--- src/dcache_params.svh ---
// ====================
// Size constants for the data cache tag directory
// Way count must stay a power of two so that way numbers wrap in 2's complement
// Address split is tag | index | offset, with the tag taking what is left
// ====================
`ifndef DCACHE_PARAMS_SVH
`define DCACHE_PARAMS_SVH

// Full byte address presented on lookup and fill
`define DC_ADDR_W 32

// 32-byte lines
`define DC_OFS_W 5

// Sets and ways of the directory
`define DC_SETS 64
`define DC_WAYS 4

// Widths derived from the counts above
`define DC_IDX_W ($clog2(`DC_SETS))
`define DC_WAY_W ($clog2(`DC_WAYS))
`define DC_TAG_W (`DC_ADDR_W - `DC_IDX_W - `DC_OFS_W)

`endif

--- src/dcache_pkg.sv ---
// ====================
// Types shared by the tag directory blocks and the testbench
// Widths come from the macros of the params header
// ====================
`include "dcache_params.svh"

package dcache_pkg;

  // Scalar fields of an address and a way number
  typedef logic [`DC_TAG_W-1:0] dc_tag_t;
  typedef logic [`DC_IDX_W-1:0] dc_idx_t;
  typedef logic [`DC_WAY_W-1:0] dc_way_t;

  // Byte address as the cache sees it, tag in the top bits
  typedef struct packed {
    dc_tag_t                 tag;
    dc_idx_t                 index;
    logic [`DC_OFS_W-1:0]    offset;
  } dc_addr_t;

  // One set read out of the tag store
  // Entry w of tag pairs with bit w of valid
  typedef struct packed {
    dc_tag_t [`DC_WAYS-1:0]  tag;
    logic [`DC_WAYS-1:0]     valid;
  } dc_set_t;

  // Lookup result, way is the lowest hitting way or the last one seen
  typedef struct packed {
    logic                    hit;
    dc_way_t                 way;
  } dc_rsp_t;

  // Configuration that steers lookup and replacement
  typedef struct packed {
    logic [`DC_WAYS-1:0]     way_en;
  } dc_cfg_t;

endpackage

--- src/dcache_cfg_regs.sv ---
// ====================
// Configuration registers of the tag directory
// Select 0 writes the way-enable mask, select 1 requests a flush
// Flush write data is ignored; flush writes must not come back to back
// ====================
`include "dcache_params.svh"

module dcache_cfg_regs
(
  input  logic                    clk,
  input  logic                    rst,
  input  logic                    cfg_we,
  input  logic                    cfg_sel,
  input  logic [`DC_WAYS-1:0]     cfg_wdata,
  output dcache_pkg::dc_cfg_t     cfg,
  output logic                    flush
);

  // ====================
  // Write decode
  // ====================

  // Mask write and flush request are the two register selects
  logic mask_wr;
  logic flush_wr;

  assign mask_wr  = cfg_we && !cfg_sel;
  assign flush_wr = cfg_we && cfg_sel;

  // ====================
  // Registers
  // ====================

  // All ways come out of reset enabled
  // A mask write shows on cfg from the next cycle on
  always_ff @(posedge clk or posedge rst)
  begin
    if (rst)
    begin
      cfg.way_en <= '1;
    end
    else if (mask_wr)
    begin
      cfg.way_en <= cfg_wdata;
    end
  end

  // The flush request is registered into a one-cycle pulse
  // The tag store clears its valid bits on the edge after the pulse
  always_ff @(posedge clk or posedge rst)
  begin
    if (rst)
    begin
      flush <= 1'b0;
    end
    else
    begin
      flush <= flush_wr;
    end
  end

  // A stuck flush would keep the directory empty and hide every fill
  a_flush_pulse : assert property (@(posedge clk) disable iff (rst) flush |=> !flush)
    else $error("flush held high for more than one cycle");

endmodule

--- config.mk ---
export PLATFORM = sky130hd
export DESIGN_NAME = dcache_cfg_regs
export DESIGN_NICKNAME = d
export VERILOG_FILES = /design/src/dcache_pkg.sv /design/src/dcache_cfg_regs.sv
export VERILOG_INCLUDE_DIRS = /design/src
export SDC_FILE = /design/constraint.sdc
export NUM_CORES = 1
export LEC_CHECK = 0
export BUFFER_PORTS_ARGS = -buffer_cell sky130_fd_sc_hd__buf_2
export CAP_MARGIN = 10
export CORE_AREA = 2 2 39 41
export CTS_CLUSTER_SIZE = 30
export DETAILED_ROUTE_END_ITERATION = 8
export DIE_AREA = 0 0 41 43
export PLACE_DENSITY = 0.46
export SETUP_SLACK_MARGIN = 0.02
export SKIP_CTS_REPAIR_TIMING = 1
export SYNTH_ARGS = -nofsm -noshare
export SYNTH_HDL_FRONTEND = slang
export SYNTH_SLANG_ARGS = --single-unit
--- constraint.sdc ---
create_clock -name clk -period 0.8 [get_ports clk]
set_input_delay 0.08 -clock clk [delete_from_list [all_inputs] [get_ports clk]]
set_output_delay 0.08 -clock clk [all_outputs]
set_load 0.02 [all_outputs]
After elaboration in Yosys (flattened, before gate mapping) --
Cells that the tools add are included.
Storage, ports and cells: output and inout port bits 5, logic and storage cells 5, register bits 5, input bits 8
Cells by class: reductions and logical operators 3
Operators by type and width (count):
- logical AND 1 bit | 2
- zero test 1 bit | 1

Logic depth before layout (Yosys ltp) --
word-level depth 2, gate-level depth with buffers 2

Worst setup path before layout --
No wires, ideal clock.
path kind reg-to-reg, from register, netlist name cfg[0], to register cfg[0] (netlist name), slack 0.023 ns, stages on the path, launching flop included 2, arrival 0.717 ns, path buffers 0, required time 0.741 ns, path through dfstp_2 -> mux2_2
RTL lines:
- end: declaration | RTL line dcache_cfg_regs.sv:15 | output dcache_pkg::dc_cfg_t cfg,

Final worst setup path --
from register cfg[2] (netlist name), to output port cfg[2] (netlist name)
No word-level cell between the ends.

==> results.md <==
- CTS tree: yes
- RR Endpoint: cfg[1]
- Worst skew pair latency: 240 ps
- Logic pwr share: 22.9%
- Vias: 154
- Crit. End Element: output port
- DRT Wirelength: 424 microns
- Critical path class: reg -> out
- CTS Sinks: 5
- Hold Violations, Final: 0
- Worst path slowest cell: dfstp_2
- Switching share of power: 25.06%
- Max Cap Viol: 0
- Post-route minimum period: 961.4 ps
- Reg-to-Reg Start: cfg[1]
- Worst hold path type: in -> reg
- First-pass GRT wire length: 696 microns
- Post-DP HPWL: 347.9 microns
- Wire per inst: 9.422 microns
- Largest stage delay on the critical path: 530 ps
- Max-slew headroom: 87.43%
- Worst Hold End: cfg[2]
- Residual DRC count: 0
- Total CTS buffers: 3
- Num ports: 13
- Worst EP required: 720 ps
- Pins over their slew limit: 0
- Area of the core: 1384 sq um
- Synthesized Nets: 20
- Final Util: 25.14%
- #FFs+latches synth: 5
- Layout cells sized above 1: 86.21%
- Worst slew pin tran: 188.4 ps
- RSZ-0062 raised after global routing: yes
- Status: finished with violations
- Width of the die: 41 microns
- Total power: 0.0008060 W
- Leak: 0.1630 nW
- H-tree Lvls: 1
- Hold Startpoint: cfg_wdata[2]
- PortBufs: 12
- Net Switching: 0.0002020 W
- Area Growth Syn to Fin: 73.75%
- Netlist cell types: 6
- R2R Setup Slk: 70 ps
- Die Y: 43 microns
- Buffers & Inverters on Critical Path: 1
- Worst slack, placed: 4.306 ps
- Clock transition at path regs: 40 ps
- GRT Resource Usage Total: 6.256%
- Syn Std Cell Area: 200.2 sq um
- # nets final: 38
- Clock skew: 0 ps
- Total grt overflow: 0
- Sequential power share: 41.0%
- R2r worst-path depth: 1
- Core Rows: 14
- Max Freq: 1.040 GHz
- Number of vias per cell: 3.422
- Worst Setup Start Kind: flip-flop
- Detailed Routing Iterations Pass 1: 2
- P per Cell Area: 2317 nW/um^2
- Maximum VDD drop: 748.6 uV
- # fillers: 148
- Crit path cell chain: buf_6
- Clock power share: 36.1%
- DRT iter0 DRCs: 3
- Syn Inst Count: 12
- Final worst slack: -161.4 ps
- Worst-path fanout max: 2
- Largest net degree at the start of global routing: 6
- Worst hold slack: 74.45 ps
- CP top delay family: flip-flops
- Remaining antenna violation count: 0
- Synthesis Warnings: 0
- Max Buffers Root-to-Sink: 2
- Period utilization: 120.2%
- Failing checks: setup timing
- Vias in the first global route: 167
- CP startpoint: cfg[2]
- Clock Root Buffer: clkbuf_4
- Antenna cells: 0
- Hold depth: 2
- Initial antenna violation count: 0
- Int Pwr: 0.0006041 W
- Syn avg cell area: 16.68 sq um
- GP Congestion: 0.5656
- CP arrival: 880 ps
- Final setup violation count: 5
- Die area: 1763 sq um
- Starting Density: 14.47%
- Seq/Total Area, Yosys: 65.00%
[metal layers]
metal / share of wire [%] / up-vias / track usage (%)
met5: 0 / - / 0
met4: 0 / 0 / 2.000
met3: 19 / 0 / 6.806
met2: 46 / 12 / 8.438
met1: 34 / 69 / 6.209
li1: - / 73 / -
[sequential cells by signal, indices dropped and copies added (netlist names)]
name	count
flush	1
cfg	4
[worst max-delay path by stage]
stage	cells after the start	end	slack, ps
floorplan	1	cfg[0]	20
global placement	3	cfg[2]	20
detailed placement	3	cfg[2]	4
CTS	1	cfg[3]	-210
global route	1	cfg[3]	-200
finish	1	cfg[2]	-160
[power by group through the flow]
stage	Clock, W	Combinational (W)	Sequential, W
floorplan	0	0.0000434	0.000370
global placement	0	0.000142	0.000324
detailed placement	0	0.000145	0.000325
CTS	0.000314	0.000146	0.000322
global route	0.000328	0.000197	0.000335
finish	0.000291	0.000185	0.000330
[Yosys cell counts (all sizes together)]
cell   number  share of area (%)
dfrtp       1                 12
mux2        4                 22
and2        1                3.8
dfstp       4                 52
inv         1                1.9
nor2b       1                6.9
[area by class of cell]
class | instances | area [sq um] | share of cell area [%]
Clock buffer | 4 | 26.28 | 7.554
Sequential cell | 5 | 130.1 | 37.41
Timing Repair Buffer | 13 | 101.3 | 29.14
Tap cell | 16 | 20.02 | 5.755
Inverter | 1 | 3.754 | 1.079
Multi-Input combinational cell | 6 | 66.31 | 19.06
[kinds of logic (layout without fill, tap and decap cells)]
logic type / count (synthesis) / count (layout) / synth area share [%]
flip-flops: 5 / 5 / 65.00
multiplexers: 4 / 4 / 22.50
buffers and inverters: 1 / 18 / 1.873
AND/OR/NAND/NOR: 2 / 2 / 10.62
[cell usage in the layout (no fill, tap or decap)]
cell type and n:
and2_2 1, buf_2 7, buf_6 5, clkbuf_1 1, clkbuf_4 3, dfrtp_1 1, dfstp_2 4, dlygate4sd3_1 1
inv_1 1, mux2_2 4, nor2b_4 1
[metrics by stage]
| stage | instance area, sq um | TNS (ps) | cells |
|---|---|---|---|
| floorplan | 200.2 | 0 | 12 |
| global route | 347.8 | -807.8 | 45 |
| finish | 347.8 | -660.1 | 45 |
| detailed placement | 280.3 | 0 | 40 |
| global placement | 280.3 | 0 | 40 |
| CTS | 306.5 | -876.7 | 44 |
Note: power is estimated with default switching activity, not from simulation.
