<file path="src/dcache_params.svh">
// ====================
// Size constants for the data cache tag directory
// Way count must stay a power of two so that way numbers wrap in 2's complement
// Address split is tag | index | offset, with the tag taking what is left
// ====================
`ifndef DCACHE_PARAMS_SVH
`define DCACHE_PARAMS_SVH

// Full byte address presented on lookup and fill
`define DC_ADDR_W 32

// 32-byte lines
`define DC_OFS_W 5

// Sets and ways of the directory
`define DC_SETS 64
`define DC_WAYS 4

// Widths derived from the counts above
`define DC_IDX_W ($clog2(`DC_SETS))
`define DC_WAY_W ($clog2(`DC_WAYS))
`define DC_TAG_W (`DC_ADDR_W - `DC_IDX_W - `DC_OFS_W)

`endif

</file>
<file path="src/dcache_pkg.sv">
// ====================
// Types shared by the tag directory blocks and the testbench
// Widths come from the macros of the params header
// ====================
`include "dcache_params.svh"

package dcache_pkg;

  // Scalar fields of an address and a way number
  typedef logic [`DC_TAG_W-1:0] dc_tag_t;
  typedef logic [`DC_IDX_W-1:0] dc_idx_t;
  typedef logic [`DC_WAY_W-1:0] dc_way_t;

  // Byte address as the cache sees it, tag in the top bits
  typedef struct packed {
    dc_tag_t                 tag;
    dc_idx_t                 index;
    logic [`DC_OFS_W-1:0]    offset;
  } dc_addr_t;

  // One set read out of the tag store
  // Entry w of tag pairs with bit w of valid
  typedef struct packed {
    dc_tag_t [`DC_WAYS-1:0]  tag;
    logic [`DC_WAYS-1:0]     valid;
  } dc_set_t;

  // Lookup result, way is the lowest hitting way or the last one seen
  typedef struct packed {
    logic                    hit;
    dc_way_t                 way;
  } dc_rsp_t;

  // Configuration that steers lookup and replacement
  typedef struct packed {
    logic [`DC_WAYS-1:0]     way_en;
  } dc_cfg_t;

endpackage

</file>
<file path="src/dcache_hit.sv">
// ====================
// Hit detection over the four ways of the looked-up set
// Result is registered, one cycle after the lookup strobe
// On a miss the way field keeps the way of the previous response
// ====================
`include "dcache_params.svh"

module dcache_hit
(
  input  logic                    clk,
  input  logic                    rst,
  input  logic                    lookup,
  input  dcache_pkg::dc_tag_t     tag,
  input  dcache_pkg::dc_set_t     set_view,
  input  dcache_pkg::dc_cfg_t     cfg,
  output dcache_pkg::dc_rsp_t     rsp,
  output logic                    rsp_valid
);

  // Per-way match and the lowest matching way
  logic [`DC_WAYS-1:0]    hits;
  dcache_pkg::dc_way_t    hit_way;

  // A way hits only if its tag matches, its entry is valid and it is enabled
  always_comb
  begin
    for (int w = 0; w < `DC_WAYS; w++)
    begin
      hits[w] = (set_view.tag[w] == tag) && set_view.valid[w] && cfg.way_en[w];
    end
  end

  // Lowest way wins, scanning down so the last assignment is the smallest
  always_comb
  begin
    hit_way = '0;
    for (int w = `DC_WAYS - 1; w >= 0; w--)
    begin
      if (hits[w])
      begin
        hit_way = dcache_pkg::dc_way_t'(w);
      end
    end
  end

  // Response register, only touched on a lookup
  // A miss leaves the way field as it was
  always_ff @(posedge clk or posedge rst)
  begin
    if (rst)
    begin
      rsp       <= '0;
      rsp_valid <= 1'b0;
    end
    else
    begin
      rsp_valid <= lookup;
      if (lookup)
      begin
        rsp.hit <= |hits;
        if (|hits)
        begin
          rsp.way <= hit_way;
        end
      end
    end
  end

  // Two ways holding one tag means a fill of a present line slipped through
  a_single_hit : assert property (@(posedge clk) disable iff (rst) lookup |-> $onehot0(hits))
    else $error("more than one way hit in a lookup");

endmodule

</file>
<file path="config.mk">
export PLATFORM = sky130hd
export DESIGN_NAME = dcache_hit
export DESIGN_NICKNAME = d
export VERILOG_FILES = /design/src/dcache_pkg.sv /design/src/dcache_hit.sv
export VERILOG_INCLUDE_DIRS = /design/src
export SDC_FILE = /design/constraint.sdc
export NUM_CORES = 1
export LEC_CHECK = 0
export BUFFER_PORTS_ARGS = -buffer_cell sky130_fd_sc_hd__buf_2
export CAP_MARGIN = 40
export CORE_ASPECT_RATIO = 1.5
export CORE_MARGIN = 5
export CORE_UTILIZATION = 35
export DETAILED_ROUTE_END_ITERATION = 8
export PLACE_DENSITY_LB_ADDON = 0.05
export REMOVE_ABC_BUFFERS = 1
export SETUP_SLACK_MARGIN = 0.05
export SYNTH_ARGS = -nofsm -noshare
export SYNTH_HDL_FRONTEND = slang
export SYNTH_SLANG_ARGS = --single-unit
</file>
<file path="constraint.sdc">
create_clock -name clk -period 0.8 [get_ports clk]
set_input_delay 0.04 -clock clk [delete_from_list [all_inputs] [get_ports clk]]
set_output_delay 0.04 -clock clk [all_outputs]
set_load 0.01 [all_outputs]
</file>
=== After elaboration in Yosys (flattened, before gate mapping) ===
Cells that the tools add are included.

* Equality and inequality tests: 4
* Reductions and logical operators: 10
* Multiplexer cells: 4

{| class="wikitable"
|+ Operators with widths
! operator !! number
|-
| $eq A21 B21 Y1 || 4
|-
| $logic_and A1 B1 Y1 || 8
|-
| $mux W2 || 4
|-
| $reduce_or A4 Y1 || 1
|-
| $reduce_and A2 Y1 || 1
|}

* Output and inout bits: 4
* Bits of input ports: 116
* Flip-flop bits (word level): 4
* Word-level logic and storage cells: 21

=== Logic depth before layout (Yosys ltp) ===
* Word-level depth: 7
* Gate-level depth with buffers: 6
* Gate-level depth less buffers: 6

=== Worst setup path after synthesis ===
Ideal clock, no wire load.

* Path type: input port to flip-flop
* From: input tag[1]
* To: register rsp[0] (netlist bit)
* Stages: 6
* Library setup time: 82 ps
* Path buffers: 0
* Slack: -515 ps
* Required time: 718 ps
* Arrival: 1233 ps
* Path through: xor2_1 nor4_1 nand4_1 or4_1 a21o_1 a22oi_2

* Longest elaborated chain between the ends: 7
* Elaborated cells between the ends (all ways): 18
* Classes of those cells: eq/ne (4); mux (4); reduce/logical (10)

{| class="wikitable"
|+ RTL lines
! what !! RTL line !! source
|-
| from (decl) || dcache_hit.sv:13 || <nowiki>input dcache_pkg::dc_tag_t tag,</nowiki>
|-
| $eq A21 B21 Y1 || dcache_hit.sv:29 || <nowiki>hits[w] = (set_view.tag[w] == tag) && set_view.valid[w] && cfg.way_en[w];</nowiki>
|-
| $logic_and A1 B1 Y1 (2 in a row) || dcache_hit.sv:29 ||
|-
| $mux W2 (4 in a row) || dcache_hit.sv:39 || <nowiki>if (hits[w])</nowiki>
|-
| to (decl) || dcache_hit.sv:16 || <nowiki>output dcache_pkg::dc_rsp_t rsp,</nowiki>
|}

Several ways; a longest one is shown, not always the timed one.
A chain may end at the register's enable or synchronous reset.

=== Worst setup path after layout ===
* From: input tag[15]
* To: register rsp[0] (netlist bit)

The elaborated chain is that of the path after synthesis.

==> impl_summary.md <==
Run status
The flow ran to the end, but the final reports show violations. The final reports fail on negative setup slack.

Synthesis
By area, the combinational part of the netlist is dominated by XOR/XNOR gates. After Yosys synthesis, full adders, half adders and majority gates account for 0% of the synthesized area. Summing the areas of all compound-gate instances in the mapped netlist gives under 10% of the synthesized area.

The number of unique standard cell types used by synthesis is 18. The synthesized netlist occupies a cell area of ~0.0011 mm². The gate count of the mapped netlist is 132. Multiplexer cells account for 0% of the synthesized area.

The fraction of synthesized cell area in xor and xnor cells is roughly two thirds. The share of synthesized cell area in and, or, nand and nor gates is 19.2%. The register area share after synthesis is about 9%.

The synthesized design contains 4 register bits. Dividing the synthesized area by the synthesized cell count gives 8.45 µm². The total number of yosys warnings is 0.

Detailed routing
The number of optimization iterations in the first detailed-route pass is 4. The post-detailed-route via-to-cell ratio is 4.66. The overall via count from detail_route is ~1500. After the first detailed-routing iteration, the DRC count stood at 21.

The number of design rule violations left after detail routing is 0. In this run the remaining antenna-violating nets after routing total 0. The sum of routed wire length over all layers is 4740 µm. The detailed-route wire length per cell is 14.6 µm.

Layout
The number of antenna diodes in the final layout is 0. The most common library cell in the layout ignoring fill and taps is buf_2. The core occupancy in the finished layout is between 60 and 70%. The filler cells instantiated in the layout total about 310. The layout overhead on the synthesized area is 94.8%. The share of post-route cells with drive strength above 1 is just under 60%.

The count of nets after finishing is slightly above 400. In the layout the commonest cells are 113 x buf_2, 67 x xor2_1, 28 x buf_4.

Pwr
The completed layout was analyzed and its total power is between 1.5 and 2 mW. VDD sags by at most between 0.6 and 0.7 mV. The total power per unit cell area is about 740 mW/mm². The analysis attributes to cell leakage a power of ~1.1 nW.

Timing
For this run, the top clock speed supported by timing is roughly 730 MHz. For the pin with the worst max-slew slack, the measured transition is roughly 0.33 ns. Setup violations remaining at the end of the flow were counted as 3.

On the final layout, the worst clock skew is 0 ns. The number of endpoints with negative hold slack in the final report is 0. Setup repair after global routing could not meet its margin everywhere. The summed negative setup slack over all endpoints is -1.57 ns. The post-route fraction of the period consumed by the critical path is 170%. Headroom to the max-slew limit came out at roughly 80%. The max-slew violation count is 0. After layout, the minimum clock period comes to around 1.4 ns. Once routing completed, OpenROAD measured the worst setup slack at -0.563 ns.

Clock tree
The total CTS buffers is 3. The cell sitting at the root of the clock tree is a clkbuf_8. TritonCTS built the clock tree. The clock-pin slew on the worst setup and hold paths is ~0.03 ns. The clock drives 4 sinks.

The longest clock path from root to sink contains 2 buffers. CTS built an H-tree with a depth of 1. The clock network latency to the later pin of the worst-skew pair is roughly 0.22 ns.

Setup path
The delay of the slowest critical-path stage is around 0.42 ns. The path type of the worst setup path is input pin to register. The worst register-to-register path ends at rsp[1]$_DFFE_PP0P_. The count of cells along the worst register-to-register path is 1. The cell with the largest stage delay on the worst path is or4_1.

STA puts the critical path data required time at between 0.9 and 1 ns. The start of the worst register-to-register path is rsp[1]$_DFFE_PP0P_. STA classifies the critical path startpoint as an input pin. For flop-to-flop paths, the worst setup slack is about 0.14 ns. Traced cell by cell, the critical path runs through buf_8, xor2_2, nor4_2, nand4_1, or4_1, a21o_1, a22oi_2. The worst setup path is captured at a register. Data on the critical path arrives at its endpoint at between 1.5 and 2 ns. Along the worst path, the maximum fanout reaches 2.

Hold path
In this run the most critical hold path is launched from lookup. The path class of the tightest hold or removal check is input pin to register. Counting instances, the worst hold path has a depth of 1. The worst hold endpoint is rsp_valid$_DFF_PP0_.

GRT
The first global-routing pass estimated 7260 µm of wire. The number of global-route vias before repair was between 1500 and 2000. The global-route congestion overflow total is 0. The largest net degree at the start of global routing is 8. Across every metal layer, demand over resource in global routing totals between 20% and 30%.

The initial antenna violation count is 0.

Place
Input and output buffers added on the ports amount to ~120. At the end of routability-driven placement, the weighted congestion stood at roughly 0.87. The worst setup timing slack at the placement stage is -0.837 ns. The sum of net half-perimeters after detailed placement is 4090 µm.

Floorplanning
Measured along the x axis, the die boundary spans ~56 µm. The number of ports placed on the die boundary is 120. From bottom edge to top edge, the die measures 79.1 µm.

The floorplan has 25 rows. The overall die area is around 0.0044 mm². After floorplanning, the core was sized to cover 0.00313 mm². The starting density of the core is a little over a third.

Job
Across the run, the number of max-cap violations was 0.
[critical path, delay by kind of cell]
kind | cells | cell delay [ns]
and+or+nand+nor | 3 | 0.89
AOI/OAI and AO/OA | 2 | 0.30
xor gates and xnor gates | 1 | 0.17
buffers and inverters | 1 | 0.10
[synth_stat cells, drive strengths merged]
cell type / number / area (µm²)
xor2: 69 / 612
o21a: 2 / 15.0
nand4: 8 / 50.1
nand3: 2 / 10.0
or4: 1 / 7.51
xnor2: 15 / 131
inv: 2 / 7.51
dfrtp: 4 / 100
nor2: 2 / 7.51
nor4: 19 / 125
nand2: 1 / 3.75
nor3: 2 / 10.0
a21oi: 1 / 5.00
a22oi: 1 / 12.5
a21o: 1 / 7.51
o21ai: 2 / 10.0
[where the power goes]
group | leakage, nW | internal [mW] | switching (mW)
Combinational | 1.04 | 0.536 | 0.428
Sequential | 0.0469 | 0.210 | 0.00179
Clock | 0.0216 | 0.322 | 0.114
[sequential cells by signal (all words and copies together), names as in the netlist]
name / flops
rsp: 3
rsp_valid: 1
[per-stage QoR]
stage	cell area, µm²	hold slack, ns	std cells
after floorplan	1110	-0.194	132
after global placement	1960	-0.0749	318
after detailed placement	1960	-0.0700	318
after CTS	2120	0.0225	324
after global routing	2170	0.0374	325
final	2170	0.0350	325
[metal layers]
layer	GRT usage (%)	up-vias	part of all wire (%)
li1	-	768	-
met1	20.2	669	34
met2	42.0	72	57
met3	5.04	7	7.8
met4	5.23	0	1.5
met5	0	-	0
[cell type report]
type / count / area [µm²] / share of cell area, %
clock buffers: 3 / 41.3 / 1.90
inverters: 2 / 7.51 / 0.346
multi-input cells: 126 / 1090 / 50.2
flip-flops and latches: 4 / 100 / 4.61
well taps: 40 / 50.0 / 2.30
repair buffers: 150 / 883 / 40.7
[logic make-up (layout without fill, tap and decap cells)]
| logic type | Yosys count | count (layout) |
|---|---|---|
| AOI/OAI and AO/OA | 7 | 7 |
| xor gates and xnor gates | 84 | 84 |
| buffers and inverters | 2 | 155 |
| DFF | 4 | 4 |
| and+or+nand+nor | 35 | 35 |
[repair_timing]
action / CTS / global route
hold buffers: 1 / 0
endpoints found under the setup margin: 6 / 7
pin swaps: 9 / 4
endpoints found under the hold margin: 4 / 0
resized for setup: 19 / 10
setup buffers: 2 / 1
[worst max path at each step]
stage	cells after the start	slack, ns	endpoint	start
after detailed placement	7	-0.84	rsp[0]$_DFFE_PP0P_	tag[7]
after CTS	7	-0.54	rsp[0]$_DFFE_PP0P_	tag[15]
after global placement	7	-0.83	rsp[0]$_DFFE_PP0P_	set_view[40]
final	7	-0.56	rsp[0]$_DFFE_PP0P_	tag[15]
after floorplan	6	-0.52	rsp[0]$_DFFE_PP0P_	tag[1]
after global routing	7	-0.62	rsp[0]$_DFFE_PP0P_	tag[15]
Note: power is estimated with default switching activity, not from simulation.
