$ cat src/dcache_params.svh
// ====================
// Size constants for the data cache tag directory
// Way count must stay a power of two so that way numbers wrap in 2's complement
// Address split is tag | index | offset, with the tag taking what is left
// ====================
`ifndef DCACHE_PARAMS_SVH
`define DCACHE_PARAMS_SVH

// Full byte address presented on lookup and fill
`define DC_ADDR_W 32

// 32-byte lines
`define DC_OFS_W 5

// Sets and ways of the directory
`define DC_SETS 64
`define DC_WAYS 4

// Widths derived from the counts above
`define DC_IDX_W ($clog2(`DC_SETS))
`define DC_WAY_W ($clog2(`DC_WAYS))
`define DC_TAG_W (`DC_ADDR_W - `DC_IDX_W - `DC_OFS_W)

`endif

$ cat src/dcache_pkg.sv
// ====================
// Types shared by the tag directory blocks and the testbench
// Widths come from the macros of the params header
// ====================
`include "dcache_params.svh"

package dcache_pkg;

  // Scalar fields of an address and a way number
  typedef logic [`DC_TAG_W-1:0] dc_tag_t;
  typedef logic [`DC_IDX_W-1:0] dc_idx_t;
  typedef logic [`DC_WAY_W-1:0] dc_way_t;

  // Byte address as the cache sees it, tag in the top bits
  typedef struct packed {
    dc_tag_t                 tag;
    dc_idx_t                 index;
    logic [`DC_OFS_W-1:0]    offset;
  } dc_addr_t;

  // One set read out of the tag store
  // Entry w of tag pairs with bit w of valid
  typedef struct packed {
    dc_tag_t [`DC_WAYS-1:0]  tag;
    logic [`DC_WAYS-1:0]     valid;
  } dc_set_t;

  // Lookup result, way is the lowest hitting way or the last one seen
  typedef struct packed {
    logic                    hit;
    dc_way_t                 way;
  } dc_rsp_t;

  // Configuration that steers lookup and replacement
  typedef struct packed {
    logic [`DC_WAYS-1:0]     way_en;
  } dc_cfg_t;

endpackage

$ cat src/dcache_repl.sv
// ====================
// Fill way selection for the 4-way directory
// First enabled invalid way, else round-robin over enabled ways
// Pointer moves only when a valid line is evicted
// At least one way must be enabled while filling
// ====================
`include "dcache_params.svh"

module dcache_repl
(
  input  logic                    clk,
  input  logic                    rst,
  input  logic                    fill,
  input  dcache_pkg::dc_set_t     fill_view,
  input  dcache_pkg::dc_cfg_t     cfg,
  output dcache_pkg::dc_way_t     fill_sel_way,
  output logic                    fill_done,
  output dcache_pkg::dc_way_t     fill_way
);

  // Enabled ways that hold nothing in the fill set
  logic [`DC_WAYS-1:0]    free_mask;
  logic                   free_any;
  dcache_pkg::dc_way_t    free_way;
  // Round-robin state and its candidate walk
  dcache_pkg::dc_way_t    rr_ptr;
  dcache_pkg::dc_way_t    rr_way;
  dcache_pkg::dc_way_t    rr_cand;

  assign free_mask = cfg.way_en & ~fill_view.valid;
  assign free_any  = |free_mask;

  // ====================
  // Way choice
  // ====================
  always_comb
  begin
    free_way = '0;
    for (int w = `DC_WAYS - 1; w >= 0; w--)
    begin
      if (free_mask[w])
      begin
        free_way = dcache_pkg::dc_way_t'(w);
      end
    end
    // Walk from the pointer upward with wrap; the smallest offset is taken last
    rr_way  = rr_ptr;
    rr_cand = rr_ptr;
    for (int k = `DC_WAYS - 1; k >= 0; k--)
    begin
      rr_cand = rr_ptr + dcache_pkg::dc_way_t'(k);
      if (cfg.way_en[rr_cand])
      begin
        rr_way = rr_cand;
      end
    end
  end

  assign fill_sel_way = free_any ? free_way : rr_way;

  // Pointer steps past the victim, so the next eviction starts one way on
  always_ff @(posedge clk or posedge rst)
  begin
    if (rst)
    begin
      rr_ptr    <= '0;
      fill_done <= 1'b0;
    end
    else
    begin
      fill_done <= fill;
      if (fill && !free_any)
      begin
        rr_ptr <= rr_way + 1'b1;
      end
    end
  end

  // Reported way is payload, qualified by fill_done
  always_ff @(posedge clk)
  begin
    if (fill)
    begin
      fill_way <= fill_sel_way;
    end
  end

  // With no way enabled the walk falls back to the pointer and would fill a disabled way
  a_fill_needs_way : assert property (@(posedge clk) disable iff (rst) fill |-> |cfg.way_en)
    else $error("fill with every way disabled");

endmodule

$ cat config.mk
export PLATFORM = sky130hd
export DESIGN_NAME = dcache_repl
export DESIGN_NICKNAME = d
export VERILOG_FILES = /design/src/dcache_pkg.sv /design/src/dcache_repl.sv
export VERILOG_INCLUDE_DIRS = /design/src
export SDC_FILE = /design/constraint.sdc
export NUM_CORES = 1
export LEC_CHECK = 0
export CAP_MARGIN = 0
export CORE_AREA = 3 3 40 42
export DETAILED_ROUTE_END_ITERATION = 8
export DIE_AREA = 0 0 43 45
export DONT_BUFFER_PORTS = 1
export HOLD_SLACK_MARGIN = 0.05
export PLACE_DENSITY = 0.46
export SLEW_MARGIN = 10
export SYNTH_ARGS = -nofsm -noshare
export SYNTH_HDL_FRONTEND = slang
export SYNTH_SLANG_ARGS = --single-unit
$ cat constraint.sdc
create_clock -name clk -period 1.9 [get_ports clk]
set_clock_uncertainty 0.1 [all_clocks]
set_input_delay 0 -clock clk [delete_from_list [all_inputs] [get_ports clk]]
set_output_delay 0 -clock clk [all_outputs]
set_load 0.05 [all_outputs]
# After elaboration in Yosys (flattened, before gate mapping)
# Cells that the tools add are included.
[word_totals]
regBits = 5
latchBits = 0
mem_bits_rw = 0
mem_bits_ro = 0
in_bits = 95
out_inout_bits = 5
elab_cells = 33
memories = 0
[op_classes]
addsub = 4
n_mul = 0
div_mod_pow = 0
magnitude_cmp = 4
n_eq_ne = 0
n_shift = 0
n_mux = 17
bitwise_logic = 2
n_reduce_logical = 3
[ops]
columns = ["op", "n"]
rows = [
  ["$mux 2", 9],
  ["$lt 2x3->1 const B", 4],
  ["$bmux 1 s2", 4],
  ["$add 2x1->2 const B", 2],
  ["$add 2x2->2 const B", 2],
  ["$and 4x4->4", 1],
  ["$mux 1", 4],
  ["$not 4->4", 1],
  ["$reduce_or 4->1", 1],
  ["$logic_and 1x1->1", 1],
  ["$logic_not 1->1", 1],
]

# Depth between registers and ports, before layout
# Gate-level depths: netlist of the first run.
[logic_depth]
depth_word = 8
depth_mapped = 5
depth_no_buf = 5

# Least setup slack after synthesis of the first run
# Ideal clock, no wire load.
[synth_timing]
path_kind = "register to register"
from = "register rr_ptr[1]"
to = "register fill_way[1], data pin"
setup_ps = 371
arrival_time_ps = 1989
setup_slack_ps = -560
path_stages_with_launch = 4
n_path_buf = 0
path_cell_list = "dfrtp_1 > and3b_1 > or4_4 > a31oi_1"
[synth_between]
elab_chain_len = 8
[synth_rtl]
columns = ["element", "line", "text"]
rows = [
  ["start: declaration", "dcache_repl.sv:26", "dcache_pkg::dc_way_t rr_ptr;"],
  ["start signal: assignment", "dcache_repl.sv:74", "rr_ptr <= rr_way + 1'b1;"],
  ["$add 2x2->2", "dcache_repl.sv:51", "rr_cand = rr_ptr + dcache_pkg::dc_way_t'(k);"],
  ["$bmux 1 s2", "dcache_repl.sv:52", "if (cfg.way_en[rr_cand])"],
  ["$mux 1 (not written as such)", "dcache_repl.sv:52", ""],
  ["$mux 2 (3 in a row)", "dcache_repl.sv:52", ""],
  ["$mux 2 *", "dcache_repl.sv:52", ""],
  ["$mux 2 *", "dcache_repl.sv:59", "assign fill_sel_way = free_any ? free_way : rr_way;"],
  ["via fill_sel_way[1]", "dcache_repl.sv:16", "output dcache_pkg::dc_way_t fill_sel_way,"],
  ["end signal: assignment", "dcache_repl.sv:84", "fill_way <= fill_sel_way;"],
  ["end: declaration", "dcache_repl.sv:18", "output dcache_pkg::dc_way_t fill_way"],
]
# Mark *: on every way through the listed nets, which the timed path passes. The rest lies on a longest branch. The select of a mux whose other input is x is not followed.
# A chain may end at the register's enable or synchronous reset.

# Final worst setup path of the first run
[layout_timing]
from = "register rr_ptr[1]"
to = "output port fill_sel_way[1]"
[layout_between]
elab_chain_len = 8
[layout_rtl]
columns = ["element", "line"]
rows = [
  ["$add 2x2->2", "dcache_repl.sv:51"],
  ["$bmux 1 s2", "dcache_repl.sv:52"],
  ["$mux 1 (not written as such)", "dcache_repl.sv:52"],
  ["$mux 2 (3 in a row)", "dcache_repl.sv:52"],
  ["$mux 2 *", "dcache_repl.sv:52"],
  ["$mux 2 *", "dcache_repl.sv:59"],
  ["end: declaration", "dcache_repl.sv:16"],
]
# Every way passes the cells marked *; elsewhere a longest branch is shown, timed or not. The select of a mux whose other input is x is not followed.

==> results of run 1 <==
cells by family after synthesis:
group / after synthesis
XOR/XNOR: 1
multiplexers: 1
flip-flops: 5
AND/OR/NAND/NOR: 19
AO/OA/AOI/OAI: 7
buffers and inverters: 2
cell usage after synthesis, drive strengths merged (2+ instances only):
library cell  count  share of area [%]
nand2             4                5.4
inv               2                2.3
dfrtp             3                 23
o21ai             3                4.6
edfxtp            2                 19
nand2b            2                3.9
nor2b             4                7.8
registers in the layout, summed over array words and instances, names as in the netlist:
name / cells
fill_way: 2
rr_ptr: 2
fill_done: 1
stage by stage:
step                      util (%)  instance area (sq um)  setup TNS, ps
final                         38.6                    495              0
after global routing          38.6                    495          -22.0
after CTS                     36.4                    468              0
after detailed placement      28.9                    372              0
after global placement        28.9                    372              0
after floorplan                  -                    338              0
worst max-delay path by stage:
stage                     slack [ps]  cells after the start                     to                   from
after global placement           270                      5  rr_ptr[1]$_DFFE_PP0P_  rr_ptr[1]$_DFFE_PP0P_
after CTS                        0.6                      4        fill_sel_way[1]  rr_ptr[1]$_DFFE_PP0P_
after detailed placement         250                      5  rr_ptr[1]$_DFFE_PP0P_  rr_ptr[1]$_DFFE_PP0P_
after global routing             -20                      6        fill_sel_way[0]  rr_ptr[0]$_DFFE_PP0P_
final                             80                      4        fill_sel_way[1]  rr_ptr[1]$_DFFE_PP0P_
after floorplan                   80                      3  fill_way[1]$_DFFE_PP_  rr_ptr[1]$_DFFE_PP0P_
repair_timing:
action | in CTS | in global routing
hold buffers | 7 | 0
setup endpoints to repair | 0 | 2
buffers inserted | 0 | 3
hold endpoints to repair | 10 | 0
resized for setup | 0 | 2
where the power goes:
part	switching (mW)	leakage, nW	internal [mW]
clock network	0.0419	0.0150	0.0793
registers	0.0554	0.0544	0.147
logic	0.123	0.141	0.122
total	0.220	0.210	0.348
metal layers:
metal | wire (um) | vias to the layer above | global-route usage, % | share of wire, %
met5 | 0 | - | 0 | 0
met3 | 63 | 2 | 6.77 | 7.4
li1 | - | 156 | - | -
met2 | 431 | 13 | 14.4 | 51
met1 | 352 | 144 | 10.3 | 41
met4 | 5 | 0 | 3.61 | 0.59
area by class of cell:
| type | count | area share [%] |
|---|---|---|
| clock buffer | 4 | 5.30 |
| inverter | 2 | 1.52 |
| multi-input combinational | 28 | 39.4 |
| sequential | 5 | 27.5 |
| tap | 15 | 3.79 |
| timing repair buffer | 12 | 22.5 |
tightest hold or removal path, delay by kind of cell:
family	cells	cell delay, ps
AND/OR/NAND/NOR	3	310
AO/OA/AOI/OAI	1	70
==> metrics.md, run 1 <==
| Metric | Value |
|---|---|
| Layout Cells excl Fill | between 60 and 70 |
| Main combinational cell family by area after synthesis | simple AND/OR/NAND/NOR gates |
| Outcome | completed |
| Largest net degree at the start of global routing | 7 |
| TritonCTS clock tree | built |
| Max VDD drop | 0.394 mV |
| Worst skew pair latency | approximately 240 ps |
| Most common cell after layout, fill and taps aside | dlygate4sd3_1 |
| Clk sinks | 5 |
| Initial antenna violation count | 0 |
| Hold Path Cell Cnt | 4 |
| Max frequency | about 550 MHz |
| Startpoint Class | register |
| Reg2Reg Launch Point | rr_ptr[1]$_DFFE_PP0P_ |
| Flop-to-flop setup slack | ~280 ps |
| HP Start | cfg[1] |
| First-pass GRT wire length | approximately 1.3 mm |
| Dpl cells | 52 |
| GRT overflow | 0 |
| DR vias/cell | ~4.8 |
| Max-cap violations | 0 |
| Register-to-Register Path Depth | 5 |
| Ys Warns | 0 |
| CTS Buf Count | 3 |
| Sequential cell area | approximately 140 sq um |
| Final hold vios | 0 |
| WL final | 851 um |
| Post-synthesis sequential area ratio | 41.9% |
| Site row count | 13 |
| Worst-path clk slew | approximately 40 ps |
| Routability cong. | ~0.7 |
| Simple-gate share of the synthesized area | 36.4% |
| DP HPWL | around 650 um |
| Finish-stage setup viols | 0 |
| Post-route ant nets | 0 |
| Die Span X | between 40 and 50 um |
| Number of port buffers | 0 |
| Antenna cells | 0 |
| Max Slew Vio Count | 0 |
| Critical path's top delay family | simple AND/OR/NAND/NOR gates |
| Die area | around 1900 sq um |
| Buffers & Inverters on Critical Path | 1 |
| Vias after detailed routing | around 320 |
| Max_slew headroom | ~65% |
| Mux contribution to synthesized area | about 3.5% |
| P&R area growth vs syn | 53.5% |
| Worst slack at placement | 254 ps |
| Cell breakdown of the critical path | and3b_1, or4_4, a31oi_4, buf_6 |
| PD cells | ~1100 nW/um^2 |
| Die H | around 45 um |
| Period utilization | approximately 96% |
| Max FO, Critical Path | 4 |
| Filler cell count in the final layout | 130 |
| Synthesized Nets | 130 |
| Asr flop ratio synth | ~60% |
| Share of layout cells above drive strength 1 | ~27% |
| DR DRC count | 0 |
| Tightest Pin Transition | 520 ps |
| Num ports | 100 |
| Final Critical Period | approximately 1800 ps |
| Pwr Total | between 0.5 and 0.6 mW |
| CP max stage delay | slightly above 500 ps |
| Area of the multi-input gates | 195 sq um |
| Synth Instances | 35 |
| H-tree levels | 1 |
| Synthesized flop and latch total | 5 |
| Global-route usage over all layers | about a tenth |
| Largest buffer count on any clock path | 2 |
| Number of synthesized flops with an enable pin | 2 |
| Initial DRC count | 3 |
| Critical Path End Type | output pin |
| Final worst setup slack | ~80 ps |
| Hold_ws | 87.1 ps |
| Initial Utilization | approximately a quarter |
| Crit path kind | reg2out |
| Hold crit path type | in2reg |
| Critical-path cell with the highest stage delay | or4_4 |
| Critical Path RT | roughly 1800 ps |
| Adder-cell area share of the yosys netlist | 0% |
| Vias in the first global route | 304 |
| Final nets | 147 |
| Synthesized cell area | 323 sq um |
| Syn avg cell area | around 9.2 sq um |
| Core Box Area | roughly 1300 sq um |
| Leakage | 0.210 nW |
| Synth Flop Type | dfrtp_1 |
| Worst Path Arrival | ~1700 ps |
| DRT Pass-1 Iters | 2 |
| Reg2reg end | rr_ptr[1]$_DFFE_PP0P_ |
| Wire per inst | about 13 um |
| Most frequent cells in the layout | 7 x dlygate4sd3_1, 4 x nor2b_1, 4 x buf_4 |
| Clk root buf | clkbuf_4 |
| Netlist cell types | 24 |
| Hold EP | rr_ptr[1]$_DFFE_PP0P_ |
| XOR/XNOR Fraction of Synth Area | about 2.7% |
| Synth Area in Compound Gates | between 10% and 20% |
Note: power is estimated with default switching activity, not from simulation.
==> run 2, diff against run 1 <==
CELL_PAD_IN_SITES_DETAIL_PLACEMENT = 0   (was default)
CELL_PAD_IN_SITES_GLOBAL_PLACEMENT = 1   (was default)
GPL_ROUTABILITY_DRIVEN = 0   (was default)
PLACE_DENSITY = 0.74   (was 0.46)
==> run 2 against run 1 <==
Effect of this change: combinational power shrank 20%; worst setup slack worse by 11 ps; sequential share of layout area rose by 1.3 points; critical path depth stayed put; flip-flop and latch count is the same; first-iteration DRC count down 100%; count of clock-buffer cells in the layout did not move; die area unchanged; final cell count fell by 4.5%; core utilization shrank 1.8 points; non-clock buffer count is 3 lower; power fell by 8.6%.
==> metrics.md, run 2 (synthesis results as in run 1) <==
| Metric | Value |
|---|---|
| Site row count | 13 |
| Worst Path Arrival | ~1700 ps |
| Dpl cells | 52 |
| DR vias/cell | 4.70 |
| P&R area growth vs syn | 46.5% |
| GRT overflow | 0 |
| Die area | slightly below 2000 sq um |
| Seq pwr share | between 30 and 40% |
| Postcts setup bufs | 0 |
| Final worst setup slack | approximately 70 ps |
| Initial Utilization | between 20% and 30% |
| Most frequent cells in the layout | 7 x dlygate4sd3_1, 4 x nor2b_1, 3 x nand2_1, 3 x clkbuf_4 |
| Clk sinks | 5 |
| DP HPWL | roughly 590 um |
| Number of port buffers | 0 |
| Layout Cells excl Fill | 63 |
| Post-DP Area | roughly 370 sq um |
| Hold crit path type | in2reg |
| Core Box Area | around 1300 sq um |
| Critical Path End Type | output pin |
| CP max stage delay | ~500 ps |
| Cell breakdown of the critical path | and3b_1, or4_4, a31oi_4, buf_6 |
| Flop-to-flop setup slack | 270 ps |
| Num ports | 100 |
| Wire per inst | around 12 um |
| Finish-stage setup viols | 0 |
| Vias in the first global route | between 300 and 400 |
| Setup crit start | rr_ptr[1]$_DFFE_PP0P_ |
| PD cells | ~1100 nW/um^2 |
| Critical Path RT | 1800 ps |
| Clock power share | between 20% and 30% |
| Worst skew pair latency | between 200 and 250 ps |
| Max frequency | approximately 550 MHz |
| Outcome | completed |
| Combinational share of power | 37.6% |
| Critical Path End | fill_sel_way[1] |
| Internal | approximately 0.31 mW |
| Largest net degree at the start of global routing | 7 |
| Total negative slack | 0 ps |
| Die Span X | around 43 um |
| Worst-path clk slew | roughly 40 ps |
| Vias after detailed routing | 296 |
| CTS Buf Count | 3 |
| WL final | 765 um |
| Largest registers | fill_way: 2 flops, rr_ptr: 2 flops, fill_done: 1 flops |
| Clk root buf | clkbuf_4 |
| Register-to-Register Path Depth | 5 |
| Leakage | 0.195 nW |
| Final core occ | a little under two fifths |
| Hold_ws | a little over 70 ps |
| TritonCTS clock tree | built |
| Final Critical Period | 1830 ps |
| Die H | between 40 and 50 um |
| RSZ-0062 raised after global routing | no |
| Max FO, Critical Path | 6 |
| Reg2reg end | rr_ptr[1]$_DFFE_PP0P_ |
| Initial antenna violation count | 0 |
| Filler cell count in the final layout | between 100 and 150 |
| First-pass GRT wire length | 1.25 mm |
| Critical-path cell with the highest stage delay | or4_4 |
| DR DRC count | 0 |
| Pwr Total | slightly above 0.5 mW |
| H-tree levels | 1 |
| Switch share | approximately two fifths |
| Most common cell after layout, fill and taps aside | dlygate4sd3_1 |
| Worst slack at placement | approximately 260 ps |
| Antenna cells | 0 |
| Startpoint Class | register |
| Initial DRC count | 0 |
| Max VDD drop | around 0.29 mV |
| Sw Pwr | 0.205 mW |
| Post-route cell area | roughly 470 sq um |
| Crit path kind | reg2out |
| Final nets | around 140 |
| Period utilization | around 96% |
| Share of layout cells above drive strength 1 | a little under a quarter |
| Reg2Reg Launch Point | rr_ptr[1]$_DFFE_PP0P_ |
| DRT Pass-1 Iters | 1 |
| Largest buffer count on any clock path | 2 |
| Max Slew Vio Count | 0 |
| Max-cap violations | 0 |
| Global-route usage over all layers | 8.79% |
| Post-route ant nets | 0 |
| Max_slew headroom | around 69% |
| Final hold vios | 0 |
| Tightest Pin Transition | 466 ps |
## run 2: routing by layer
layer / track usage (%) / vias up / part of all wire (%)
met4: 7.23 / 0 / 0
li1: - / 150 / -
met2: 13.5 / 11 / 50
met3: 1.99 / 0 / 8.5
met5: 0 / - / 0
met1: 10.5 / 135 / 41
## run 2: worst min-delay path by stage
stage | start | endpoint | slack, ps | cells past startpoint
floorplan | rst | fill_done$_DFF_PP0_ | -350 | 1
global placement | rst | rr_ptr[0]$_DFFE_PP0P_ | -320 | 1
detailed placement | rst | rr_ptr[0]$_DFFE_PP0P_ | -330 | 1
CTS | cfg[1] | rr_ptr[1]$_DFFE_PP0P_ | 70 | 4
global route | fill_view[0] | fill_way[0]$_DFFE_PP_ | 130 | 2
finish | cfg[1] | rr_ptr[1]$_DFFE_PP0P_ | 70 | 4
## run 2: what timing repair did
item,4_1_cts,5_1_grt
endpoints found under the setup margin,0,1
endpoints found under the hold margin,10,0
hold buffers,7,0
gates resized for setup,0,2
## run 2: final cells by class
type / count / area, sq um / share of cell area, %
clock buffer: 4 / 26.3 / 5.56
inverter: 2 / 7.51 / 1.59
multi-input combinational: 28 / 195 / 41.3
sequential: 5 / 136 / 28.8
tap: 15 / 18.8 / 3.97
timing repair buffer: 9 / 88.8 / 18.8
## run 2: worst max-delay path: cells and delay by family, from the launching register on
| kind | cells | cell delay (ps) |
|---|---|---|
| AND/OR/NAND/NOR | 2 | 680 |
| AO/OA/AOI/OAI | 1 | 190 |
| flip-flops | 1 | 430 |
| buffers and inverters | 1 | 180 |
## run 2: power by group through the flow
stage	Combinational, mW	Clock, mW	Sequential, mW
after floorplan	0.150	0	0.193
after global placement	0.177	0	0.202
after detailed placement	0.181	0	0.201
after CTS	0.193	0.129	0.201
after global routing	0.214	0.133	0.209
final	0.195	0.121	0.203
